<file path="src/hw/core_cfg_pkg.sv">
// core sizing and reset configuration, referenced by the RTL and the testbench
package core_cfg_pkg;

  localparam int xlen     = 64;
  localparam int nr_regs  = 32;
  localparam int inst_w   = 32;
  localparam int wb_adr_w = 32;

  localparam logic [xlen-1:0] reset_pc = 64'h0000_0000_8000_0000; // first fetch address

endpackage

</file>
<file path="src/hw/rv_ifu_wb.sv">
// fetch unit, owns the pc and instruction register and runs the Wishbone classic read cycle
`timescale 1ns/1ns

module rv_ifu_wb (
  input  logic                              i_clk,
  input  logic                              i_rst_n,
  input  logic [core_cfg_pkg::inst_w-1:0]   i_wb_dat,
  input  logic                              i_wb_ack,
  input  logic [core_cfg_pkg::xlen-1:0]     i_next_pc,
  input  logic                              i_stop,
  input  logic                              i_illegal,
  output logic                              o_wb_cyc,
  output logic                              o_wb_stb,
  output logic [core_cfg_pkg::wb_adr_w-1:0] o_wb_adr,
  output logic [core_cfg_pkg::inst_w-1:0]   o_inst,
  output logic [core_cfg_pkg::xlen-1:0]     o_pc,
  output logic                              o_retire,
  output logic                              o_halt,
  output logic                              o_illegal
);

  typedef enum logic [1:0] {st_fetch, st_exec, st_halt} state_t;

  state_t state;
  logic   cyc;

  always_ff @(posedge i_clk or negedge i_rst_n) begin
    if (!i_rst_n) begin
      state     <= st_fetch;
      cyc       <= 1'b0;
      o_pc      <= core_cfg_pkg::reset_pc;
      o_illegal <= 1'b0;
    end else begin
      case (state)
        st_fetch: begin
          if (!cyc) begin
            cyc <= 1'b1; // only right after reset
          end else if (i_wb_ack) begin
            cyc   <= 1'b0;
            state <= st_exec;
          end
        end
        st_exec: begin
          o_pc <= i_next_pc;
          if (i_stop || i_illegal) begin
            state     <= st_halt;
            o_illegal <= i_illegal;
          end else begin
            state <= st_fetch;
            cyc   <= 1'b1; // next request right after retire
          end
        end
        default: begin
          state <= st_halt; // stuck until reset
        end
      endcase
    end
  end

  always_ff @(posedge i_clk) begin
    if (state == st_fetch && cyc && i_wb_ack) begin
      o_inst <= i_wb_dat;
    end
  end

  assign o_wb_cyc = cyc;
  assign o_wb_stb = cyc;
  assign o_wb_adr = o_pc[core_cfg_pkg::wb_adr_w-1:0];
  assign o_retire = (state == st_exec);
  assign o_halt   = (state == st_halt);

  // request held with stb until the slave answers
  a_cyc_hold: assert property (@(posedge i_clk) disable iff (!i_rst_n)
    (o_wb_cyc && !i_wb_ack) |=> (o_wb_cyc && o_wb_stb));

  a_retire_single: assert property (@(posedge i_clk) disable iff (!i_rst_n)
    o_retire |=> !o_retire);

endmodule

</file>
<file path="config.mk">
export PLATFORM = sky130hd
export DESIGN_NAME = rv_ifu_wb
export DESIGN_NICKNAME = d
export VERILOG_FILES = /design/src/hw/core_cfg_pkg.sv /design/src/hw/rv_ifu_wb.sv
export SDC_FILE = /design/constraint.sdc
export NUM_CORES = 1
export LEC_CHECK = 0
export BUFFER_PORTS_ARGS = -buffer_cell sky130_fd_sc_hd__buf_2
export CELL_PAD_IN_SITES_DETAIL_PLACEMENT = 1
export CELL_PAD_IN_SITES_GLOBAL_PLACEMENT = 2
export CORE_MARGIN = 3
export CORE_UTILIZATION = 28
export DETAILED_ROUTE_END_ITERATION = 10
export GPL_TIMING_DRIVEN = 0
export PLACE_DENSITY = 0.92
export SLEW_MARGIN = 10
export SYNTH_ARGS = -nofsm -noshare
export SYNTH_HDL_FRONTEND = slang
export SYNTH_SLANG_ARGS = --single-unit
</file>
<file path="constraint.sdc">
create_clock -name i_clk -period 2.1 [get_ports i_clk]
set_clock_uncertainty 0.1 [all_clocks]
set_input_delay 0.42 -clock i_clk [delete_from_list [all_inputs] [get_ports i_clk]]
set_output_delay 0.42 -clock i_clk [all_outputs]
set_load 0.03 [all_outputs]
</file>
==> Yosys cells after proc, flatten, opt, wreduce, memory -nomap -nowiden <==
Cells that the tools add are included.
Widths: inputs -> output; s select.
{ "classes": {"n_eq_ne": 5, "n_mux": 8, "n_reduce_logical": 8} }
{ "op_table": {"columns": ["cell", "count"], "rows": [
  ["$mux 2", 3],
  ["$ne 2x2->1 const B", 3],
  ["$reduce_and 2->1", 3],
  ["$pmux 2 s2", 1],
  ["$mux 1", 3],
  ["$eq 2x1->1 const B", 1],
  ["$eq 2x2->1 const B", 1],
  ["$logic_and 1x1->1", 2],
  ["$logic_not 2->1", 1],
  ["$pmux 1 s2", 1],
  ["$reduce_bool 2->1", 1],
  ["$logic_or 1x1->1", 1]
]} }
{ "totals": {"ff_bits": 100, "in_bits": 101, "output_inout_bits": 133, "word_cells": 26} }

==> Longest topological paths before layout <==
{ "logic_depth": {"depth_word": 3, "ltp_mapped": 4, "ltp_nobuf": 2} }

==> Worst setup path before layout <==
OpenSTA, ideal clock, no wires.
{ "synth_path": {"path_type": "register to register", "start": "reg cyc, in the netlist o_wb_cyc", "end": "reg o_inst[0] (netlist bit), enable pin", "setup_ps": 377, "arrival_time_ps": 1222, "required_time_ps": 1623, "slack_ps": 401, "path_stages_with_launch": 2, "cell_sequence": "dfrtp_1 -> and4bb_2"} }
{ "synth_via": {"elab_chain_cells": 2} }
{ "synth_lines": {"columns": ["element", "line", "rtl"], "rows": [
  ["start, declared", "rv_ifu_wb.sv:25", "logic cyc;"],
  ["start signal, assigned", "rv_ifu_wb.sv:30", "cyc <= 1'b0;"],
  ["start signal, assigned", "rv_ifu_wb.sv:37", "cyc <= 1'b1;"],
  ["start signal, assigned", "rv_ifu_wb.sv:39", "cyc <= 1'b0;"],
  ["$logic_and 1x1->1 (2 in a row)", "rv_ifu_wb.sv:61", "if (state == st_fetch && cyc && i_wb_ack) begin"],
  ["end signal, assigned", "rv_ifu_wb.sv:62", "o_inst <= i_wb_dat;"],
  ["end, declared", "rv_ifu_wb.sv:15", "output logic [core_cfg_pkg::inst_w-1:0] o_inst,"]
]} }
Every way passes these cells.
A chain may end at the register's enable or synchronous reset.

==> Worst setup path in the final report <==
{ "layout_path": {"start": "reg state[0]", "end": "out o_retire"} }
{ "layout_via": {"elab_chain_cells": 1} }
{ "layout_lines": {"columns": ["element", "line", "rtl"], "rows": [
  ["start, declared", "rv_ifu_wb.sv:24", "state_t state;"],
  ["start signal, assigned", "rv_ifu_wb.sv:29", "state <= st_fetch;"],
  ["start signal, assigned", "rv_ifu_wb.sv:40", "state <= st_exec;"],
  ["start signal, assigned", "rv_ifu_wb.sv:46", "state <= st_halt;"],
  ["$eq 2x1->1", "rv_ifu_wb.sv:69", "assign o_retire = (state == st_exec);"],
  ["end, declared", "rv_ifu_wb.sv:17", "output logic o_retire,"]
]} }
Every way passes these cells.

==> run metrics <==
status=complete, no violations; type of the worst setup path=flip-flop to primary output; die area=15700 µm²; Warnings, synthesis=0; wire per inst=16.9 µm; worst hold margin=147 ps; first-pass GRT wire length=17300 µm; commonest non-fill, non-tap cell in the layout=buf_2; Netlist Area Pre-Place=3990 µm²; critical-path cell list=nor2b_4, buf_4, buf_2; sequential-to-total area share from yosys stat=66.8%; Clock Pin Slew Worst Setup and Hold Paths=70 ps; overall track demand over capacity in global routing=14.1%; max-cap violations=0; Achievable Freq=508 MHz; DPL Wire Length=8670 µm; Switching Fraction=41.4%; RSZ-0062 raised after global routing=no; Core Box Area=13600 µm²; vias in the first global route=3133; Arr. time, crit path=1450 ps; final hold vios=0; clock root cell=clkbuf_16; Skew-Pair Late Insertion Delay=340 ps; Remaining Overflow, GRT=0; Synth area leaders=dfrtp_1 42%, edfxtp_1 24%, mux2_4 15%; Mapped Nets=316; Initial DRT Pass Iterations=4; Mean Syn Cell Area=18.5 µm²; Pleak=2.85 nW; CP peak stage delay=440 ps; Psw=0.00401 W; Final TNS setup=0 ps; clock buffer depth=2; normalized max-slew margin=43.8%; Routed Antenna Nets=0; Die Ht=125 µm; Crit path buffers/inverters=2; GPL Wtd Cong=0.755; Synth Instances=215; combinational share of power=47.6%; P_int=0.00568 W; number of DRC markers in iteration 0=68; DR vias=2731; I/O Pins=234; vias per cell=4.25; register bit total from synthesis=100; total setup buffers inserted after CTS=0; post-synth top area share=42.1%; sequential share of power=32.8%; Synth cell types=18; VDD IR max=0.853 mV; PortBufs=233; crit-path max FO=10; final net count=562; CTS H-tree lvls=3; clock sink count=100; # rows=42; initial antenna violation count=1; Die W=125 µm; DRC viols=0; CP Capture Type=primary output; layout cells sized above 1=77.0%; TritonCTS clock tree=done; final slew viol count=0; synthesis-to-layout area growth=44.5%; initial core utilization=29.4%; post-synth top area cell=dfrtp_1; Num CTS Buffers=9; fillcell total=1470; endpoints failing setup=0; Clk pwr share=19.5%; crit start category=flip-flop; largest net degree at the start of global routing=54; commonest non-fill, non-tap cells in the layout=232 x buf_2, 67 x dfrtp_1, 40 x mux2_4, 36 x buf_4, 32 x edfxtp_1; critical path's top delay family=flip-flops; worst-margin pin slew=843 ps; Detailed Route WL=10900 µm; Worst Hold Class=input pin to flip-flop; fin crit period=1970 ps; period utilization=93.7%; PwrDens=1680 nW/µm²; Crit-path slowest cell=dfrtp_1; Critical Path RT=1580 ps
==> power by group through the flow <==
stage	Combinational [W]	Clock, W	Sequential, W
after global placement	0.00458	0	0.00316
after global routing	0.00485	0.00206	0.00330
after floorplan	0.00196	0	0.00450
final	0.00462	0.00189	0.00318
after CTS	0.00468	0.00196	0.00320
after detailed placement	0.00467	0	0.00322
==> Yosys cell counts (all sizes together) <==
cell type / number
edfxtp: 32
dfstp: 1
o21ai: 1
nand3b: 1
buf: 40
o21ba: 1
nor2b: 2
nand2b: 1
and4bb: 2
a22o: 1
mux2: 64
a21oi: 1
or3: 1
dfrtp: 67
==> state kept, by name, indices dropped and copies added (netlist names) <==
| signal | cells |
|---|---|
| o_illegal | 1 |
| o_inst | 32 |
| state | 2 |
| o_pc | 64 |
| o_wb_cyc | 1 |
==> area by class of cell <==
type                       instances  area (µm²)  area share (%)
timing repair buffer             235        1210            20.9
sequential                       100        2660            46.2
clock buffer                       9         225            3.91
buffer                            40         358            6.21
multi-input combinational         75         965            16.7
clock inverter                     7         121            2.11
antenna                            1        2.50          0.0434
tap                              176         220            3.82
==> kinds of logic (layout without fill, tap and decap cells) <==
logic type             Yosys count  after routing  share of synthesized area (%)
DFF                            100            100                           66.8
muxes                           64             64                           21.8
AOI/OAI and AO/OA                4              4                          0.722
and+or+nand+nor                  7              7                           1.63
buffers and inverters           40            291                           8.98
other                            0              1                              0
==> routing by layer <==
layer | part of all wire [%] | routed length [µm] | GRT usage, %
met5 | 0 | 0 | 0
met2 | 56 | 6100 | 26.3
met4 | 2.1 | 223 | 5.68
met1 | 35 | 3790 | 14.5
met3 | 7.0 | 761 | 4.56
==> through the flow <==
step / util [%] / area (µm²) / setup WS, ps / cells / total power (W)
final: 42.5 / 5760 / 132 / 643 / 0.00969
after global routing: 42.5 / 5760 / 48.3 / 643 / 0.0102
after CTS: 42.5 / 5760 / 88.8 / 642 / 0.00984
after detailed placement: 39.8 / 5400 / 229 / 625 / 0.00789
after global placement: 39.6 / 5370 / 121 / 624 / 0.00774
after floorplan: - / 3990 / 401 / 215 / 0.00646
==> path summary, 6_finish.rpt <==
path | start | to | slack, ps | cells past startpoint
max | state[0]$_DFFE_PN0P_ | o_retire | 130 | 3
max in group asynchronous | i_rst_n | o_pc[32]$_DFFE_PN0P_ | 980 | 3
min reg2reg | o_pc[48]$_DFFE_PN0P_ | o_pc[48]$_DFFE_PN0P_ | 410 | 1
min in group asynchronous | i_rst_n | o_pc[14]$_DFFE_PN0P_ | 390 | 2
max reg2reg | state[1]$_DFFE_PN0P_ | o_inst[11]$_DFFE_PP_ | 240 | 1
min | i_wb_dat[9] | o_inst[9]$_DFFE_PP_ | 150 | 1
==> what timing repair did <==
item                                    CTS  global route
endpoints found under the setup margin    0             0
hold buffers                              1             0
hold endpoints to repair                 14             0
resized for setup                         0             0
(Power assumes the default switching activity.)
