$ cat src/hw/rv_isa_pkg.sv
// RV64I encodings and the decoder/execute control codes shared by the IDU and the EXU
package rv_isa_pkg;

  // major opcodes
  localparam logic [6:0] op_lui    = 7'b0110111;
  localparam logic [6:0] op_auipc  = 7'b0010111;
  localparam logic [6:0] op_jal    = 7'b1101111;
  localparam logic [6:0] op_jalr   = 7'b1100111;
  localparam logic [6:0] op_branch = 7'b1100011;
  localparam logic [6:0] op_imm    = 7'b0010011;
  localparam logic [6:0] op_imm32  = 7'b0011011;
  localparam logic [6:0] op_reg    = 7'b0110011;
  localparam logic [6:0] op_reg32  = 7'b0111011;
  localparam logic [6:0] op_system = 7'b1110011;

  // alu control
  localparam logic [4:0] alu_copyimm = 5'b00011;
  localparam logic [4:0] alu_add     = 5'b00000;
  localparam logic [4:0] alu_sub     = 5'b01000;
  localparam logic [4:0] alu_sltu    = 5'b01010;
  localparam logic [4:0] alu_xor     = 5'b00100;
  localparam logic [4:0] alu_and     = 5'b00111;
  localparam logic [4:0] alu_or      = 5'b00110;
  localparam logic [4:0] alu_sll     = 5'b00001;
  localparam logic [4:0] alu_srl     = 5'b00101;
  localparam logic [4:0] alu_sra     = 5'b01101;
  localparam logic [4:0] alu_ebreak  = 5'b11110;
  localparam logic [4:0] alu_invalid = 5'b11111;

  // branch kinds, unsigned compare carried on a separate bit
  localparam logic [2:0] br_none = 3'b000;
  localparam logic [2:0] br_jal  = 3'b001;
  localparam logic [2:0] br_jalr = 3'b010;
  localparam logic [2:0] br_eq   = 3'b100;
  localparam logic [2:0] br_ne   = 3'b101;
  localparam logic [2:0] br_lt   = 3'b110;
  localparam logic [2:0] br_ge   = 3'b111;

  // immediate formats
  localparam logic [2:0] ext_i = 3'b000;
  localparam logic [2:0] ext_u = 3'b001;
  localparam logic [2:0] ext_s = 3'b010;
  localparam logic [2:0] ext_b = 3'b011;
  localparam logic [2:0] ext_j = 3'b100;

  // alu operand b source
  localparam logic [1:0] bsrc_rs2  = 2'b00;
  localparam logic [1:0] bsrc_imm  = 2'b01;
  localparam logic [1:0] bsrc_four = 2'b10;

endpackage

$ cat src/hw/core_cfg_pkg.sv
// core sizing and reset configuration, referenced by the RTL and the testbench
package core_cfg_pkg;

  localparam int xlen     = 64;
  localparam int nr_regs  = 32;
  localparam int inst_w   = 32;
  localparam int wb_adr_w = 32;

  localparam logic [xlen-1:0] reset_pc = 64'h0000_0000_8000_0000; // first fetch address

endpackage

$ cat src/hw/rv_exu.sv
// execute unit, ALU with word cut plus branch and jump next-pc resolution
`timescale 1ns/1ns

module rv_exu (
  input  logic [core_cfg_pkg::xlen-1:0] i_pc,
  input  logic [core_cfg_pkg::xlen-1:0] i_rs1,
  input  logic [core_cfg_pkg::xlen-1:0] i_rs2,
  input  logic [core_cfg_pkg::xlen-1:0] i_imm,
  input  logic [4:0]                    i_alu_ctr,
  input  logic                          i_alu_asrc,
  input  logic [1:0]                    i_alu_bsrc,
  input  logic [2:0]                    i_branch,
  input  logic                          i_br_unsigned,
  input  logic                          i_word_cut,
  output logic [core_cfg_pkg::xlen-1:0] o_result,
  output logic [core_cfg_pkg::xlen-1:0] o_next_pc
);

  logic [core_cfg_pkg::xlen-1:0] op_a, op_b, a_zx, a_sx, alu;
  logic [5:0]                    shamt;
  logic                          eq, lt, taken;

  assign op_a = i_alu_asrc ? i_pc : i_rs1;

  always_comb begin
    case (i_alu_bsrc)
      rv_isa_pkg::bsrc_imm:  op_b = i_imm;
      rv_isa_pkg::bsrc_four: op_b = 64'd4;
      default:               op_b = i_rs2;
    endcase
  end

  // word shifts see only the low half of a and 5 bits of shamt
  assign shamt = i_word_cut ? {1'b0, op_b[4:0]} : op_b[5:0];
  assign a_zx  = i_word_cut ? {32'b0, op_a[31:0]} : op_a;
  assign a_sx  = i_word_cut ? {{32{op_a[31]}}, op_a[31:0]} : op_a;

  always_comb begin
    case (i_alu_ctr)
      rv_isa_pkg::alu_copyimm: alu = op_b;
      rv_isa_pkg::alu_add:     alu = op_a + op_b;
      rv_isa_pkg::alu_sub:     alu = op_a - op_b;
      rv_isa_pkg::alu_sltu:    alu = {63'b0, op_a < op_b};
      rv_isa_pkg::alu_xor:     alu = op_a ^ op_b;
      rv_isa_pkg::alu_and:     alu = op_a & op_b;
      rv_isa_pkg::alu_or:      alu = op_a | op_b;
      rv_isa_pkg::alu_sll:     alu = op_a << shamt;
      rv_isa_pkg::alu_srl:     alu = a_zx >> shamt;
      rv_isa_pkg::alu_sra:     alu = $signed(a_sx) >>> shamt;
      default:                 alu = '0; // ebreak and invalid write nothing
    endcase
  end

  assign o_result = i_word_cut ? {{32{alu[31]}}, alu[31:0]} : alu;

  assign eq = (i_rs1 == i_rs2);
  assign lt = i_br_unsigned ? (i_rs1 < i_rs2) : ($signed(i_rs1) < $signed(i_rs2));

  always_comb begin
    case (i_branch)
      rv_isa_pkg::br_jal: taken = 1'b1;
      rv_isa_pkg::br_eq:  taken = eq;
      rv_isa_pkg::br_ne:  taken = ~eq;
      rv_isa_pkg::br_lt:  taken = lt;
      rv_isa_pkg::br_ge:  taken = ~lt;
      default:            taken = 1'b0;
    endcase
  end

  always_comb begin
    if (i_branch == rv_isa_pkg::br_jalr) begin
      o_next_pc = (i_rs1 + i_imm) & ~64'd1;
    end else if (taken) begin
      o_next_pc = i_pc + i_imm;
    end else begin
      o_next_pc = i_pc + 64'd4;
    end
  end

endmodule

$ cat config.mk
export PLATFORM = sky130hd
export DESIGN_NAME = rv_exu
export DESIGN_NICKNAME = d
export VERILOG_FILES = /design/src/hw/rv_isa_pkg.sv /design/src/hw/core_cfg_pkg.sv /design/src/hw/rv_exu.sv
export SDC_FILE = /design/constraint.sdc
export NUM_CORES = 2
export LEC_CHECK = 0
export BUFFER_PORTS_ARGS = -buffer_cell sky130_fd_sc_hd__buf_2
export CELL_PAD_IN_SITES_DETAIL_PLACEMENT = 1
export CELL_PAD_IN_SITES_GLOBAL_PLACEMENT = 1
export CORE_MARGIN = 3
export CORE_UTILIZATION = 48
export DETAILED_ROUTE_END_ITERATION = 6
export PLACE_DENSITY = 0.92
export SETUP_SLACK_MARGIN = 0.5
export SLEW_MARGIN = 25
export SYNTH_ARGS = -nofsm -noshare
export SYNTH_HDL_FRONTEND = slang
export SYNTH_SLANG_ARGS = --single-unit
$ cat constraint.sdc
create_clock -name vclk -period 14.54
set_input_delay 3.635 -clock vclk [all_inputs]
set_output_delay 3.635 -clock vclk [all_outputs]
set_load 0.02 [all_outputs]
### Word-level counts from Yosys, hierarchy flattened

Index checks and enable logic that the tools add are counted.

* word-level logic and storage cells: 46
* memories: 0
* RAM bits: 0
* bits in latches: 0
* ROM bits: 0
* register bits after elaboration: 0

* $mul: 0
* reductions and logical operators: 1
* bitwise gates (word level): 5
* div/mod/pow operators: 0
* muxes and demuxes: 11
* equality and inequality tests: 18
* add/subtract/negate cells: 5
* order comparisons: 3
* shift operators: 3

Operator list (count)
* $pmux 64 s10: 1
* $mux 64: 6
* $add 64x64->64: 3
* $lt 64x64->1: 3
* $pmux 64 s2: 1
* $add 64x3->64 const B: 1
* $and 64x64->64: 1
* $eq 64x64->1: 1
* $or 64x64->64: 1
* $shl 64x6->64: 1
* $shr 64x6->64: 1
* $sshr 64x6->64: 1
* $sub 64x64->64: 1
* $xor 64x64->64: 1
* $eq 5x3->1 const B: 4
* $eq 5x4->1 const B: 3
* $eq 3x3->1 const B: 4
* $mux 6: 1
* $eq 5x1->1 const B: 1
* $eq 5x2->1 const B: 1
* $logic_not 5->1: 1
* $pmux 1 s5: 1
* $eq 3x1->1 const B: 1
* $eq 3x2->1 const B: 1
* 4 further kinds: 5

### Logic depth before layout (Yosys ltp)

* word-level depth: 6
* gate-level depth with buffers: 26
* depth with buffers taken out: 17

### Least setup slack after synthesis

Ideal clock, no wire load.

* path kind: input -> output
* from: input i_alu_bsrc[0]
* to: output o_result[57] (netlist bit)
* setup slack: 2.321 ns
* data arrival time: 8.584 ns
* buffers on the path: 6
* stages: 22
* cells stage by stage: inv_1 > ha_1 > buf_2 > nand3b_1 > nand2_1 > inv_1 > clkbuf_1 > buf_1 > buf_1 > clkbuf_1 > clkbuf_1 > ha_1 > nor4_1 > o311ai_2 > a21oi_1 > o211ai_1 > a211o_1 > nand3_1 > a31oi_1 > a21oi_1 > a211oi_1 > o31ai_1

* cells in the longest elaborated chain, start to end: 6

RTL lines
* start: declaration: RTL line rv_exu.sv:11 `input logic [1:0] i_alu_bsrc,`
* $eq 2x2->1 / $eq 2x1->1 (equally long branches): RTL line rv_exu.sv:26 `case (i_alu_bsrc)`
* $pmux 64 s2 (*): RTL line rv_exu.sv:26
* parallel branches: the longest is 2 deep, another holds $sub 64x64->64
* $pmux 64 s10 (*): RTL line rv_exu.sv:39 `case (i_alu_ctr)`
* $mux 64 (*): RTL line rv_exu.sv:54 `assign o_result = i_word_cut ? {{32{alu[31]}}, alu[31:0]} : alu;`
* end: declaration: RTL line rv_exu.sv:15 `output logic [core_cfg_pkg::xlen-1:0] o_result,`

Every way passes the cells marked *.

### Worst setup path after layout

* from: input i_alu_bsrc[0]
* to: output o_result[45] (netlist bit)

The elaborated chain is that of the path after synthesis.

==> run metrics <==
Setup WS post-layout=about 1.1 ns; pin count of the biggest net entering global routing=111; worst-path cell chain=buf_2, inv_1, ha_2, nor2b_4, buf_4, a22oi_1, inv_1, ha_1, inv_1, or4_1, nor3_1, o2111ai_1, nand2_1, o41ai_1, o21ai_1, nand2_1, nand2_1, o221ai_1, buf_2; synth-to-layout area growth=7.48%; # setup viols final=0; post-route ant nets=0; worst path required time=~11 ns; # Post-CTS Setup Buffers=0; Cells after Synth=5382; minimum clock period=13.39 ns; initial antenna violation count=60; area of the core=between 70000 and 80000 sq um; Pins Over Slew Limit=0; DRC Markers=3; yosys warns=0; row count=between 90 and 100; total grt overflow=0; Vias=50453; CP Class=primary input to primary output; vias in the first global route=48028; Post-DP HPWL=approximately 190000 um; worst relative slew slack=approximately 15%; Worst Hold Path Cells=4; status=complete, but fails checks; Die Wd=278 um; Synth area leaders=ha_1 14%, a21oi_1 8.3%, mux2i_1 8.3%; Crit-path slowest cell=nand2_1; Die H=about 280 um; Slew @ Worst Pin=roughly 1.3 ns; gr usage total=57.9%; RD Place Congestion=1.21; FF+latch area=0 sq um; data arrival time of the critical path=9.76 ns; syn nets=6054; slowest stage delay, CP=0.82 ns; via/cell ratio=7.77; Detailed Route Iter0 Violations=8131; failing checks=DRC; area leader, netlist=ha_1; Max Fanout on Critical Path=49; fillcell total=between 10000 and 15000; RSZ-0062 raised after global routing=no; min-delay src=i_pc[0]; DR WL/cell=around 36 um; Seq Cell Count=0; wirelength, routed=around 230000 um; die area=77500 sq um; crit path launch type=primary input; endpoint class of the critical path=primary output; final hold violations=0; Fin Hold WS=slightly below 8 ns; # clk buffers=0; HP Class=primary input to primary output; Synth cell types=100; period utilization=92.1%; MaxCap Viol Count=0; Max Fclk=74.7 MHz; Post-Place Setup Slack=1.69 ns; Synth top area share=between 10% and 20%; share of layout cells above drive strength 1=13.8%; register area share after synthesis=0%; setup_tns=0 ns; first-pass GRT wire length=between 300000 and 400000 um; Hold Path End=o_next_pc[0]; Starting Density=48.7%; Hold Buf Count CTS=0; syn_area_per_cell=6.62 sq um; Final Net Count=between 6000 and 7000; CTS resizes=0; # port buffers=397; area of the mapped netlist=about 36000 sq um; Top-Level Pins=around 400; 1st-pass router iterations=7
==> synthesized netlist by cell type (all sizes together) (92+ instances only) <==
cell type,count
mux2i,304
ha,399
nand4,92
a21o,140
nor2,388
a21oi,594
o211ai,93
clkbuf,225
nand3,173
inv,311
nand2,491
o21ai,395
buf,167
a211oi,108
xnor2,153
nor3,141
mux2,105
==> cell usage in the layout (no fill, tap or decap), drive strengths merged, types with 31 or more instances in the layout <==
cell	n
buf	494
xor2	77
mux2	105
nor3	141
nor2b	43
mux2i	304
o21a	32
diode	47
xnor2	153
a21o	140
a31oi	65
nor4	42
nor2	388
o22ai	68
and3	47
o211ai	93
o21bai	87
inv	311
o221ai	49
nand4	92
nand3	173
nand2	491
a211oi	108
a22oi	75
nand2b	31
a21oi	594
a221oi	71
o31ai	43
ha	399
mux4	36
o21ai	395
==> logic make-up after synthesis <==
group	share of synthesized area, %
xor+xnor	5.66
buf+inv	8.15
fa+ha+maj	14.2
simple gates	20.8
compound gates	36.9
mux	14.3
==> worst max-delay path: cells and delay by family <==
kind,cells,cell delay (ns)
buffers and inverters,6,1.34
AO/OA/AOI/OAI,5,1.47
adder cells (fa/ha/maj),2,0.87
AND/OR/NAND/NOR,6,2.41
==> final cells by class <==
type,instances,area (sq um),share of cell area [%]
Timing Repair Buffer,496,2820,7.36
Multi-Input combinational cell,4677,33000,86.1
Tap cell,959,1200,3.13
Antenna cell,47,118,0.307
Inverter,313,1180,3.09
==> metal layers <==
metal,wire length [um],up-vias,GRT usage (%),share of wire (%)
met3,37000,1370,30.6,16
met1,82800,24156,67.0,35
met2,91800,4442,81.0,39
met5,1170,-,10.9,0.50
met4,21600,54,39.2,9.2
li1,-,20431,-,-
==> worst max path at each step <==
stage	end	slack, ns	from
after floorplan	o_result[57]	2.32	i_alu_bsrc[0]
after global placement	o_result[52]	1.31	i_alu_bsrc[0]
after detailed placement	o_result[40]	1.69	i_alu_bsrc[0]
after CTS	o_result[40]	1.69	i_alu_bsrc[0]
after global routing	o_result[40]	0.93	i_alu_bsrc[0]
final	o_result[45]	1.15	i_alu_bsrc[0]
==> through the flow <==
step / cell area, sq um / cells / utilization (%)
global route: 38200 / 6464 / 52.2
CTS: 38000 / 6436 / 51.9
detailed placement: 38000 / 6436 / 51.9
floorplan: 35600 / 5382 / -
finish: 38300 / 6492 / 52.3
global placement: 37900 / 6434 / 51.8
