## config.mk

```make
export PLATFORM = sky130hd
export DESIGN_NAME = rv_idu
export DESIGN_NICKNAME = d
export VERILOG_FILES = /design/src/hw/rv_isa_pkg.sv /design/src/hw/core_cfg_pkg.sv /design/src/hw/mux_key.sv /design/src/hw/rv_idu.sv
export SDC_FILE = /design/constraint.sdc
export NUM_CORES = 1
export LEC_CHECK = 0
export BUFFER_PORTS_ARGS = -buffer_cell sky130_fd_sc_hd__buf_4
export CORE_ASPECT_RATIO = 1.4
export CORE_UTILIZATION = 43
export DETAILED_ROUTE_END_ITERATION = 10
export PLACE_DENSITY = 0.95
export SETUP_SLACK_MARGIN = 0.2
export SLEW_MARGIN = 20
export SYNTH_ARGS = -nofsm -noshare
export SYNTH_HDL_FRONTEND = slang
export SYNTH_SLANG_ARGS = --single-unit
```

## constraint.sdc

```tcl
create_clock -name vclk -period 6
set_input_delay 0.9 -clock vclk [all_inputs]
set_output_delay 0.9 -clock vclk [all_outputs]
set_load 0.1 [all_outputs]
```

## src/hw/rv_isa_pkg.sv

```systemverilog
// RV64I encodings and the decoder/execute control codes shared by the IDU and the EXU
package rv_isa_pkg;

  // major opcodes
  localparam logic [6:0] op_lui    = 7'b0110111;
  localparam logic [6:0] op_auipc  = 7'b0010111;
  localparam logic [6:0] op_jal    = 7'b1101111;
  localparam logic [6:0] op_jalr   = 7'b1100111;
  localparam logic [6:0] op_branch = 7'b1100011;
  localparam logic [6:0] op_imm    = 7'b0010011;
  localparam logic [6:0] op_imm32  = 7'b0011011;
  localparam logic [6:0] op_reg    = 7'b0110011;
  localparam logic [6:0] op_reg32  = 7'b0111011;
  localparam logic [6:0] op_system = 7'b1110011;

  // alu control
  localparam logic [4:0] alu_copyimm = 5'b00011;
  localparam logic [4:0] alu_add     = 5'b00000;
  localparam logic [4:0] alu_sub     = 5'b01000;
  localparam logic [4:0] alu_sltu    = 5'b01010;
  localparam logic [4:0] alu_xor     = 5'b00100;
  localparam logic [4:0] alu_and     = 5'b00111;
  localparam logic [4:0] alu_or      = 5'b00110;
  localparam logic [4:0] alu_sll     = 5'b00001;
  localparam logic [4:0] alu_srl     = 5'b00101;
  localparam logic [4:0] alu_sra     = 5'b01101;
  localparam logic [4:0] alu_ebreak  = 5'b11110;
  localparam logic [4:0] alu_invalid = 5'b11111;

  // branch kinds, unsigned compare carried on a separate bit
  localparam logic [2:0] br_none = 3'b000;
  localparam logic [2:0] br_jal  = 3'b001;
  localparam logic [2:0] br_jalr = 3'b010;
  localparam logic [2:0] br_eq   = 3'b100;
  localparam logic [2:0] br_ne   = 3'b101;
  localparam logic [2:0] br_lt   = 3'b110;
  localparam logic [2:0] br_ge   = 3'b111;

  // immediate formats
  localparam logic [2:0] ext_i = 3'b000;
  localparam logic [2:0] ext_u = 3'b001;
  localparam logic [2:0] ext_s = 3'b010;
  localparam logic [2:0] ext_b = 3'b011;
  localparam logic [2:0] ext_j = 3'b100;

  // alu operand b source
  localparam logic [1:0] bsrc_rs2  = 2'b00;
  localparam logic [1:0] bsrc_imm  = 2'b01;
  localparam logic [1:0] bsrc_four = 2'b10;

endpackage

```

## src/hw/core_cfg_pkg.sv

```systemverilog
// core sizing and reset configuration, referenced by the RTL and the testbench
package core_cfg_pkg;

  localparam int xlen     = 64;
  localparam int nr_regs  = 32;
  localparam int inst_w   = 32;
  localparam int wb_adr_w = 32;

  localparam logic [xlen-1:0] reset_pc = 64'h0000_0000_8000_0000; // first fetch address

endpackage

```

## src/hw/mux_key.sv

```systemverilog
// keyed lookup mux with default, payload type chosen per instance
`timescale 1ns/1ns

module mux_key #(
  parameter int  nr_key  = 2,
  parameter int  key_len = 1,
  parameter type data_t  = logic
) (
  input  logic [key_len-1:0] i_key,
  input  logic [key_len-1:0] i_keys [nr_key],
  input  data_t              i_datas [nr_key],
  input  data_t              i_default,
  output data_t              o_out
);

  logic [nr_key-1:0] hit;
  data_t             acc;

  always_comb begin
    for (int k = 0; k < nr_key; k++) begin
      hit[k] = (i_keys[k] == i_key);
    end
  end

  always_comb begin
    acc = '0;
    for (int k = 0; k < nr_key; k++) begin
      acc = acc | ({$bits(data_t){hit[k]}} & i_datas[k]); // and-or, no priority
    end
    o_out = (|hit) ? acc : i_default;
  end

  // table entries must be unique or the and-or merges payloads
  a_one_match: assert #0 ($isunknown(i_key) || $onehot0(hit));

endmodule

```

## src/hw/rv_idu.sv

```systemverilog
// RV64I instruction decoder, turns one fetched word into operands and controls for the EXU
`timescale 1ns/1ns

module rv_idu (
  input  logic [core_cfg_pkg::inst_w-1:0] i_inst,
  output logic [4:0]                      o_ra,
  output logic [4:0]                      o_rb,
  output logic [4:0]                      o_rd,
  output logic [core_cfg_pkg::xlen-1:0]   o_imm,
  output logic [4:0]                      o_alu_ctr,
  output logic                            o_alu_asrc,
  output logic [1:0]                      o_alu_bsrc,
  output logic [2:0]                      o_branch,
  output logic                            o_br_unsigned,
  output logic                            o_word_cut,
  output logic                            o_reg_wr,
  output logic                            o_illegal
);

  logic [6:0]                    opcode;
  logic [2:0]                    funct3;
  logic [6:0]                    funct7;
  logic [2:0]                    ext_op;
  logic [core_cfg_pkg::xlen-1:0] imm_i, imm_u, imm_s, imm_b, imm_j;

  assign opcode = i_inst[6:0];
  assign funct3 = i_inst[14:12];
  assign funct7 = i_inst[31:25];
  assign o_ra   = i_inst[19:15];
  assign o_rb   = i_inst[24:20];
  assign o_rd   = i_inst[11:7];

  assign imm_i = {{52{i_inst[31]}}, i_inst[31:20]};
  assign imm_u = {{32{i_inst[31]}}, i_inst[31:12], 12'b0};
  assign imm_s = {{52{i_inst[31]}}, i_inst[31:25], i_inst[11:7]};
  assign imm_b = {{52{i_inst[31]}}, i_inst[7], i_inst[30:25], i_inst[11:8], 1'b0};
  assign imm_j = {{44{i_inst[31]}}, i_inst[19:12], i_inst[20], i_inst[30:21], 1'b0};

  wire is_imm   = (opcode == rv_isa_pkg::op_imm);
  wire is_imm32 = (opcode == rv_isa_pkg::op_imm32);
  wire is_reg   = (opcode == rv_isa_pkg::op_reg);
  wire is_reg32 = (opcode == rv_isa_pkg::op_reg32);
  wire is_br    = (opcode == rv_isa_pkg::op_branch);
  wire f7_zero  = (funct7 == 7'b0000000);
  wire f7_alt   = (funct7 == 7'b0100000);

  wire inst_lui    = (opcode == rv_isa_pkg::op_lui);
  wire inst_auipc  = (opcode == rv_isa_pkg::op_auipc);
  wire inst_jal    = (opcode == rv_isa_pkg::op_jal);
  wire inst_jalr   = (opcode == rv_isa_pkg::op_jalr) & (funct3 == 3'b000);
  wire inst_beq    = is_br & (funct3 == 3'b000);
  wire inst_bne    = is_br & (funct3 == 3'b001);
  wire inst_blt    = is_br & (funct3 == 3'b100);
  wire inst_bge    = is_br & (funct3 == 3'b101);
  wire inst_bltu   = is_br & (funct3 == 3'b110);
  wire inst_bgeu   = is_br & (funct3 == 3'b111);
  wire inst_addi   = is_imm & (funct3 == 3'b000);
  wire inst_sltiu  = is_imm & (funct3 == 3'b011);
  wire inst_xori   = is_imm & (funct3 == 3'b100);
  wire inst_andi   = is_imm & (funct3 == 3'b111);
  wire inst_slli   = is_imm & (funct3 == 3'b001) & (funct7[6:1] == 6'b000000); // 6-bit shamt
  wire inst_srli   = is_imm & (funct3 == 3'b101) & (funct7[6:1] == 6'b000000);
  wire inst_srai   = is_imm & (funct3 == 3'b101) & (funct7[6:1] == 6'b010000);
  wire inst_add    = is_reg & (funct3 == 3'b000) & f7_zero;
  wire inst_sub    = is_reg & (funct3 == 3'b000) & f7_alt;
  wire inst_or     = is_reg & (funct3 == 3'b110) & f7_zero;
  wire inst_addiw  = is_imm32 & (funct3 == 3'b000);
  wire inst_slliw  = is_imm32 & (funct3 == 3'b001) & f7_zero;
  wire inst_srliw  = is_imm32 & (funct3 == 3'b101) & f7_zero;
  wire inst_sraiw  = is_imm32 & (funct3 == 3'b101) & f7_alt;
  wire inst_addw   = is_reg32 & (funct3 == 3'b000) & f7_zero;
  wire inst_subw   = is_reg32 & (funct3 == 3'b000) & f7_alt;
  wire inst_sllw   = is_reg32 & (funct3 == 3'b001) & f7_zero;
  wire inst_srlw   = is_reg32 & (funct3 == 3'b101) & f7_zero;
  wire inst_sraw   = is_reg32 & (funct3 == 3'b101) & f7_alt;
  wire inst_ebreak = (opcode == rv_isa_pkg::op_system) & (i_inst[31:7] == 25'h0002000);

  wire type_r = |{inst_add, inst_sub, inst_or, inst_addw, inst_subw,
                  inst_sllw, inst_srlw, inst_sraw};
  wire type_i = |{inst_jalr, inst_addi, inst_sltiu, inst_xori, inst_andi, inst_slli,
                  inst_srli, inst_srai, inst_addiw, inst_slliw, inst_srliw, inst_sraiw,
                  inst_ebreak};
  wire type_u = inst_lui | inst_auipc;
  wire type_b = |{inst_beq, inst_bne, inst_blt, inst_bge, inst_bltu, inst_bgeu};
  wire type_j = inst_jal;

  assign o_illegal     = ~|{type_r, type_i, type_u, type_b, type_j};
  assign o_reg_wr      = |{type_r, type_i & ~inst_ebreak, type_u, type_j};
  assign o_alu_asrc    = inst_jal | inst_jalr | inst_auipc; // pc as operand a
  assign o_alu_bsrc    = (inst_jal | inst_jalr) ? rv_isa_pkg::bsrc_four :
                         (type_i | type_u)      ? rv_isa_pkg::bsrc_imm  : rv_isa_pkg::bsrc_rs2;
  assign o_br_unsigned = inst_bltu | inst_bgeu;
  assign o_word_cut    = |{inst_addiw, inst_slliw, inst_srliw, inst_sraiw, inst_addw,
                           inst_subw, inst_sllw, inst_srlw, inst_sraw};

  mux_key #(.nr_key(4), .key_len(4), .data_t(logic [2:0])) u_ext_mux (
    .i_key     ({type_i, type_u, type_b, type_j}),
    .i_keys    ('{4'b1000, 4'b0100, 4'b0010, 4'b0001}),
    .i_datas   ('{rv_isa_pkg::ext_i, rv_isa_pkg::ext_u, rv_isa_pkg::ext_b, rv_isa_pkg::ext_j}),
    .i_default (rv_isa_pkg::ext_i),
    .o_out     (ext_op)
  );

  mux_key #(.nr_key(5), .key_len(3), .data_t(logic [core_cfg_pkg::xlen-1:0])) u_imm_mux (
    .i_key     (ext_op),
    .i_keys    ('{rv_isa_pkg::ext_i, rv_isa_pkg::ext_u, rv_isa_pkg::ext_s,
                  rv_isa_pkg::ext_b, rv_isa_pkg::ext_j}),
    .i_datas   ('{imm_i, imm_u, imm_s, imm_b, imm_j}),
    .i_default ('0),
    .o_out     (o_imm)
  );

  mux_key #(.nr_key(11), .key_len(11), .data_t(logic [4:0])) u_alu_mux (
    .i_key     ({inst_lui,
                 |{inst_auipc, inst_jal, inst_jalr, inst_addi, inst_add, inst_addiw, inst_addw},
                 |{type_b, inst_sub, inst_subw},
                 inst_sltiu, inst_xori, inst_andi, inst_or,
                 |{inst_slli, inst_slliw, inst_sllw},
                 |{inst_srli, inst_srliw, inst_srlw},
                 |{inst_srai, inst_sraiw, inst_sraw},
                 inst_ebreak}),
    .i_keys    ('{11'b10000000000, 11'b01000000000, 11'b00100000000, 11'b00010000000,
                  11'b00001000000, 11'b00000100000, 11'b00000010000, 11'b00000001000,
                  11'b00000000100, 11'b00000000010, 11'b00000000001}),
    .i_datas   ('{rv_isa_pkg::alu_copyimm, rv_isa_pkg::alu_add, rv_isa_pkg::alu_sub,
                  rv_isa_pkg::alu_sltu, rv_isa_pkg::alu_xor, rv_isa_pkg::alu_and,
                  rv_isa_pkg::alu_or, rv_isa_pkg::alu_sll, rv_isa_pkg::alu_srl,
                  rv_isa_pkg::alu_sra, rv_isa_pkg::alu_ebreak}),
    .i_default (rv_isa_pkg::alu_invalid),
    .o_out     (o_alu_ctr)
  );

  mux_key #(.nr_key(8), .key_len(8), .data_t(logic [2:0])) u_br_mux (
    .i_key     ({inst_jal, inst_jalr, inst_beq, inst_bne,
                 inst_blt, inst_bge, inst_bltu, inst_bgeu}),
    .i_keys    ('{8'b10000000, 8'b01000000, 8'b00100000, 8'b00010000,
                  8'b00001000, 8'b00000100, 8'b00000010, 8'b00000001}),
    .i_datas   ('{rv_isa_pkg::br_jal, rv_isa_pkg::br_jalr, rv_isa_pkg::br_eq, rv_isa_pkg::br_ne,
                  rv_isa_pkg::br_lt, rv_isa_pkg::br_ge, rv_isa_pkg::br_lt, rv_isa_pkg::br_ge}),
    .i_default (rv_isa_pkg::br_none),
    .o_out     (o_branch)
  );

endmodule

```

Yosys cells after proc, flatten, opt, wreduce, memory -nomap -nowiden
Cells that the tools add are included.
{ "op_classes": {"bitwise_logic": 70, "add_sub_neg": 0, "reduce_logical": 19, "mux": 6, "div_mod_pow": 0, "n_mul": 0, "eq_ne": 46, "magnitude_cmp": 0, "shift": 0} }
{ "op_table": {"columns": ["cell", "n"], "rows": [
  ["64-bit AND", 5],
  ["64-bit bitwise OR", 4],
  ["64-bit two-way mux", 1],
  ["1-bit AND", 37],
  ["29-bit OR reduction", 1],
  ["7-bit by 6-bit == test with 1-bit output, second input constant", 4],
  ["7-bit == test, second input constant", 4],
  ["25-bit by 14-bit == test with 1-bit output, second input constant", 1],
  ["11-bit OR reduction", 2],
  ["7-bit by 5-bit == test with 1-bit output, second input constant", 3],
  ["3-bit bitwise OR", 7],
  ["5-bit by 3-bit bitwise OR with 5-bit output", 4],
  ["8-bit OR reduction", 2],
  ["13-bit OR reduction", 1],
  ["3-bit == test, second input constant", 4],
  ["1-bit by 11-bit == test with 1-bit output, first input constant", 1],
  ["10-bit by 11-bit == test with 1-bit output, first input constant", 1],
  ["11-bit == test, first input constant", 1],
  ["2-bit by 11-bit == test with 1-bit output, first input constant", 1],
  ["3-bit by 11-bit == test with 1-bit output, first input constant", 1],
  ["4-bit by 11-bit == test with 1-bit output, first input constant", 1],
  ["5-bit by 11-bit == test with 1-bit output, first input constant", 1],
  ["6-bit by 11-bit == test with 1-bit output, first input constant", 1],
  ["7-bit by 11-bit == test with 1-bit output, first input constant", 1],
  ["other kinds (41)", 52]
]} }
{ "word_totals": {"wordCells": 141, "rom_bits": 0, "output_inout_bits": 94, "ramBits": 0, "regBits": 0, "latch_bits": 0, "memories": 0, "inputBits": 32} }

Depth between registers and ports, before layout
{ "depth": {"ltp_word": 15, "ltp_mapped": 7, "ltp_nobuf": 6} }

Modules after synthesis
Synthesis repeated with hierarchy kept, for this count alone.
{ "hier_totals": {"cells_unflattened": 861, "hier_area_um2": 6253.5} }
{ "modules_own_cells": {"columns": ["module", "area_each_um2", "instances", "seq_area_each_um2", "cells_each"], "rows": [
  ["mux_key (u_imm_mux)", 2297.2, 1, 0.0, 337],
  ["mux_key (u_alu_mux)", 1961.9, 1, 0.0, 255],
  ["mux_key (u_br_mux)", 1037.2, 1, 0.0, 125],
  ["rv_idu", 704.4, 1, 0.0, 110],
  ["mux_key (u_ext_mux)", 252.7, 1, 0.0, 34]
]} }

Worst setup path before layout
OpenSTA, ideal clock, no wires.
{ "synth_timing": {"path_type": "input port to output port", "start": "input port i_inst[3] in the netlist's numbering", "end": "output port o_imm[0] in the netlist's numbering", "t_arrival_ps": 4542, "setup_slack_ps": 558, "n_path_buf": 2, "cell_stages": 5, "t_required_ps": 5100, "path_cell_list": "buf_2 -> and4bb_2 -> nor3b_1 -> clkbuf_1 -> nor3b_1"} }
{ "synth_via": {"elab_chain_cells": 15, "elab_cells_between_ends": 58, "classes_between": "eq/ne (16); mux (2); bitwise (35); reduce/logical (5)"} }
{ "synth_rtl": {"columns": ["element", "line", "rtl"], "rows": [
  ["start, declared", "rv_idu.sv:5", "input logic [core_cfg_pkg::inst_w-1:0] i_inst,"],
  ["7-bit by 5-bit == test with 1-bit output, on equally long branches", "rv_idu.sv:39, rv_idu.sv:40", null],
  ["1-bit AND, on equally long branches", null, null],
  ["1-bit AND, or another cell as far along", "rv_idu.sv:61", "wire inst_slli = is_imm & (funct3 == 3'b001) & (funct7[6:1] == 6'b000000);"],
  ["13-bit OR reduction", "rv_idu.sv:80", "wire type_i = |{inst_jalr, inst_addi, inst_sltiu, inst_xori, inst_andi, inst_slli,"],
  ["3-bit by 4-bit == test with 1-bit output / 2-bit by 4-bit == test with 1-bit output (equally long branches)", "mux_key.sv:21", "hit[k] = (i_keys[k] == i_key);"],
  ["1-bit by 2-bit bitwise OR with 2-bit output", "mux_key.sv:28", "acc = acc | ({$bits(data_t){hit[k]}} & i_datas[k]);"],
  ["3-bit bitwise OR", "mux_key.sv:28", null],
  ["3-bit two-way mux *", "mux_key.sv:30", "o_out = (|hit) ? acc : i_default;"],
  ["1-bit by 3-bit == test with 1-bit output / 3-bit logical NOT (equally long branches)", "mux_key.sv:21", null],
  ["64-bit AND", "mux_key.sv:28", null],
  ["64-bit bitwise OR (4 in series)", "mux_key.sv:28", null],
  ["64-bit two-way mux *", "mux_key.sv:30", null],
  ["end, declared", "rv_idu.sv:9", "output logic [core_cfg_pkg::xlen-1:0] o_imm,"]
]} }
Mark *: on every way between the ends. The rest lies on a longest branch, timed or not.

Final worst setup path
{ "layout_timing": {"start": "input port i_inst[31] in the netlist's numbering", "end": "output port o_alu_ctr[2]"} }
{ "layout_via": {"elab_chain_cells": 12, "elab_cells_between_ends": 45, "classes_between": "eq/ne (14); mux (1); bitwise (22); reduce/logical (8)"} }
{ "layout_rtl": {"columns": ["element", "line", "rtl"], "rows": [
  ["7-bit by 6-bit == test with 1-bit output, or another cell as far along", "rv_idu.sv:45", "wire f7_alt = (funct7 == 7'b0100000);"],
  ["1-bit AND, or another cell as far along", "rv_idu.sv:65", "wire inst_sub = is_reg & (funct3 == 3'b000) & f7_alt;"],
  ["8-bit OR reduction, or another cell as far along", "rv_idu.sv:116", "|{type_b, inst_sub, inst_subw},"],
  ["7-bit by 11-bit == test with 1-bit output", "mux_key.sv:21", null],
  ["5-bit by 3-bit bitwise OR with 5-bit output (3 in series)", "mux_key.sv:28", null],
  ["5-bit by 1-bit bitwise OR with 5-bit output", "mux_key.sv:28", null],
  ["5-bit by 3-bit bitwise OR with 5-bit output", "mux_key.sv:28", null],
  ["5-bit by 4-bit bitwise OR with 5-bit output", "mux_key.sv:28", null],
  ["5-bit bitwise OR", "mux_key.sv:28", null],
  ["5-bit two-way mux *", "mux_key.sv:30", null],
  ["end, declared", "rv_idu.sv:10", "output logic [4:0] o_alu_ctr,"]
]} }
Marked as above.

==> key figures <==
Clock network
  – # hold bufs at CTS: 0
  – Post-CTS Resized: 0
  – Post-CTS setup buffers: 0

Floorplan
  – Core Area: 0.00312 sq mm
  – Die X: 50.5 um
  – Site row count: 24
  – Starting Density: 0.454
  – Io pins: 126
  – Die height: 69.9 um
  – Overall die area: 0.00353 sq mm

Worst setup path
  – Crit-path cells: buf_4 > or4_4 > nor3_4 > nand3_2 > or4_4 > nand3b_4 > nand3b_1 > buf_4
  – Critical path type: in -> out
  – Critical-path maximum fanout: 37
  – Critical path's slowest cell: or4_4
  – Startpoint types: primary input
  – CP delay by family, top: simple AND/OR/NAND/NOR gates
  – CP max stage delay: 480 ps
  – Worst path bufs/invs: 2
  – Crit path capture type: output pin
  – Critical Path AT: 2930 ps
  – Critical Path RT: 5100 ps

Run status
  – Outcome: finished clean

Global route
  – Initial antenna violation count: 0
  – Overall routing resource usage: 0.266
  – Largest net degree at the start of global routing: 38
  – Vias in the first global route: 1603
  – Global-route wire length before repair: 7540 um
  – Global route total overflow: 0

Cells and area
  – Fin nets: 311
  – Ant diodes: 0
  – Commonest cells after routing, fill and taps aside: buf_4, nand2_1, a21o_1
  – Share of cells above drive strength 1: 0.516
  – FF/Latch Area: 0 sq um
  – Layout clock buffer count: 0
  – Design area: 0.00198 sq mm
  – Sequential cell count: 0
  – Non-Filler Instances: 316
  – Final core occ: 0.633
  – Filler cells: 309
  – Most common cell after layout, fill and taps aside: buf_4
  – Area growth, synth to finish: 39.6%

Detailed routing
  – Routed WL: 4900 um
  – Vias/cell: 5.76
  – Post-DR wirelength/cell: 15.5 um
  – Post-route DRC: 0
  – Vias: 1819
  – Final antenna-violating net count: 0
  – TritonRoute pass-1 iters: 4
  – Drt initial violations: 94

Yosys
  – Seq/Total Area, Yosys: 0
  – Average size of a mapped cell: 6.78 sq um
  – Ys Warns: 0
  – Syn Nets: 241
  – Cell count after synthesis: 209
  – Synth cell types: 51
  – Synth Cell Area: 0.00142 sq mm

Pwr
  – Combinational power share: 1.000
  – Pwr dens: 174 mW/mm^2
  – Peak VDD IR: 0.000153 V
  – Static leakage: 1.04 nW
  – Sequential share of power: 0
  – Pwr Total: 0.343 mW
  – Switching part of the total: 0.807
  – Clock Power Share: 0
  – Sw power: 0.277 mW
  – Power Internal: 0.0663 mW

STA
  – Slew @ Worst Pin: 714 ps
  – Final hold vios: 0
  – Relative slew margins: 0.522
  – TNS Setup: 0 ps
  – Maximum clock frequency: 261 MHz
  – Min Hold Slack: 2140 ps
  – Worst Slack Setup Final: 2170 ps
  – Fin crit period: 3840 ps
  – Setup violators final: 0
  – Max-slew violations: 0
  – Unrepaired setup endpoints after global routing: no
  – Period utilisation layout: 0.639

Placement
  – Placer congestion estimate: 1.05
  – DP Worst Slack: 1960 ps
  – Placed insts: 316
  – PortBufs: 126
  – Placed Area: 0.00197 sq mm
  – Detail Placement HPWL: 3970 um

Flow run
  – Maxcap violations: 0

Worst hold path
  – HP Class: in -> out
[layer usage]
| layer | track usage | wire, um |
|---|---|---|
| met5 | 0 | 0 |
| met4 | 0.0833 | 178 |
| met3 | 0.0196 | 514 |
| met2 | 0.514 | 2580 |
| met1 | 0.294 | 1630 |
[worst paths after layout]
check,to,slack [ps],cells after the start,start
max,o_alu_ctr[2],2170,8,i_inst[31]
min,o_ra[0],2140,2,i_inst[15]
[Yosys cell counts (all sizes together) (2+ instances only)]
library cell / instances / area share
and2: 8 / 0.037
or4: 3 / 0.024
nor3: 5 / 0.026
nand3b: 4 / 0.030
o21ai: 10 / 0.035
and3b: 2 / 0.012
clkbuf: 10 / 0.055
inv: 2 / 0.0053
nor2: 10 / 0.027
a21oi: 11 / 0.039
nand2b: 2 / 0.0088
a31oi: 2 / 0.0088
a21o: 20 / 0.11
nor3b: 5 / 0.027
nand2: 23 / 0.061
and3: 3 / 0.014
or3b: 2 / 0.012
nor2b: 2 / 0.0088
o211ai: 4 / 0.021
nand4: 4 / 0.018
nor4: 4 / 0.022
nand3: 6 / 0.025
nor4b: 3 / 0.019
buf: 49 / 0.26
[layout make-up]
cell class | count | area, sq um | area share
inverters | 2 | 7.51 | 0.00380
multi-input cells | 148 | 967 | 0.489
repair buffers | 127 | 953 | 0.482
well taps | 39 | 48.8 | 0.0247
[power by group through the flow]
stage / registers, mW / logic (mW) / clock network, mW
6_report: 0 / 0.343 / 0
5_1_grt: 0 / 0.351 / 0
4_1_cts: 0 / 0.343 / 0
3_5_place_dp: 0 / 0.342 / 0
3_3_place_gp: 0 / 0.340 / 0
2_1_floorplan: 0 / 0.291 / 0
[logic make-up after synthesis]
family | Yosys count | synth area share
AOI/OAI and AO/OA | 56 | 0.269
and+or+nand+nor | 92 | 0.410
buffers and inverters | 61 | 0.321
Note: power is estimated with default switching activity, not from simulation.
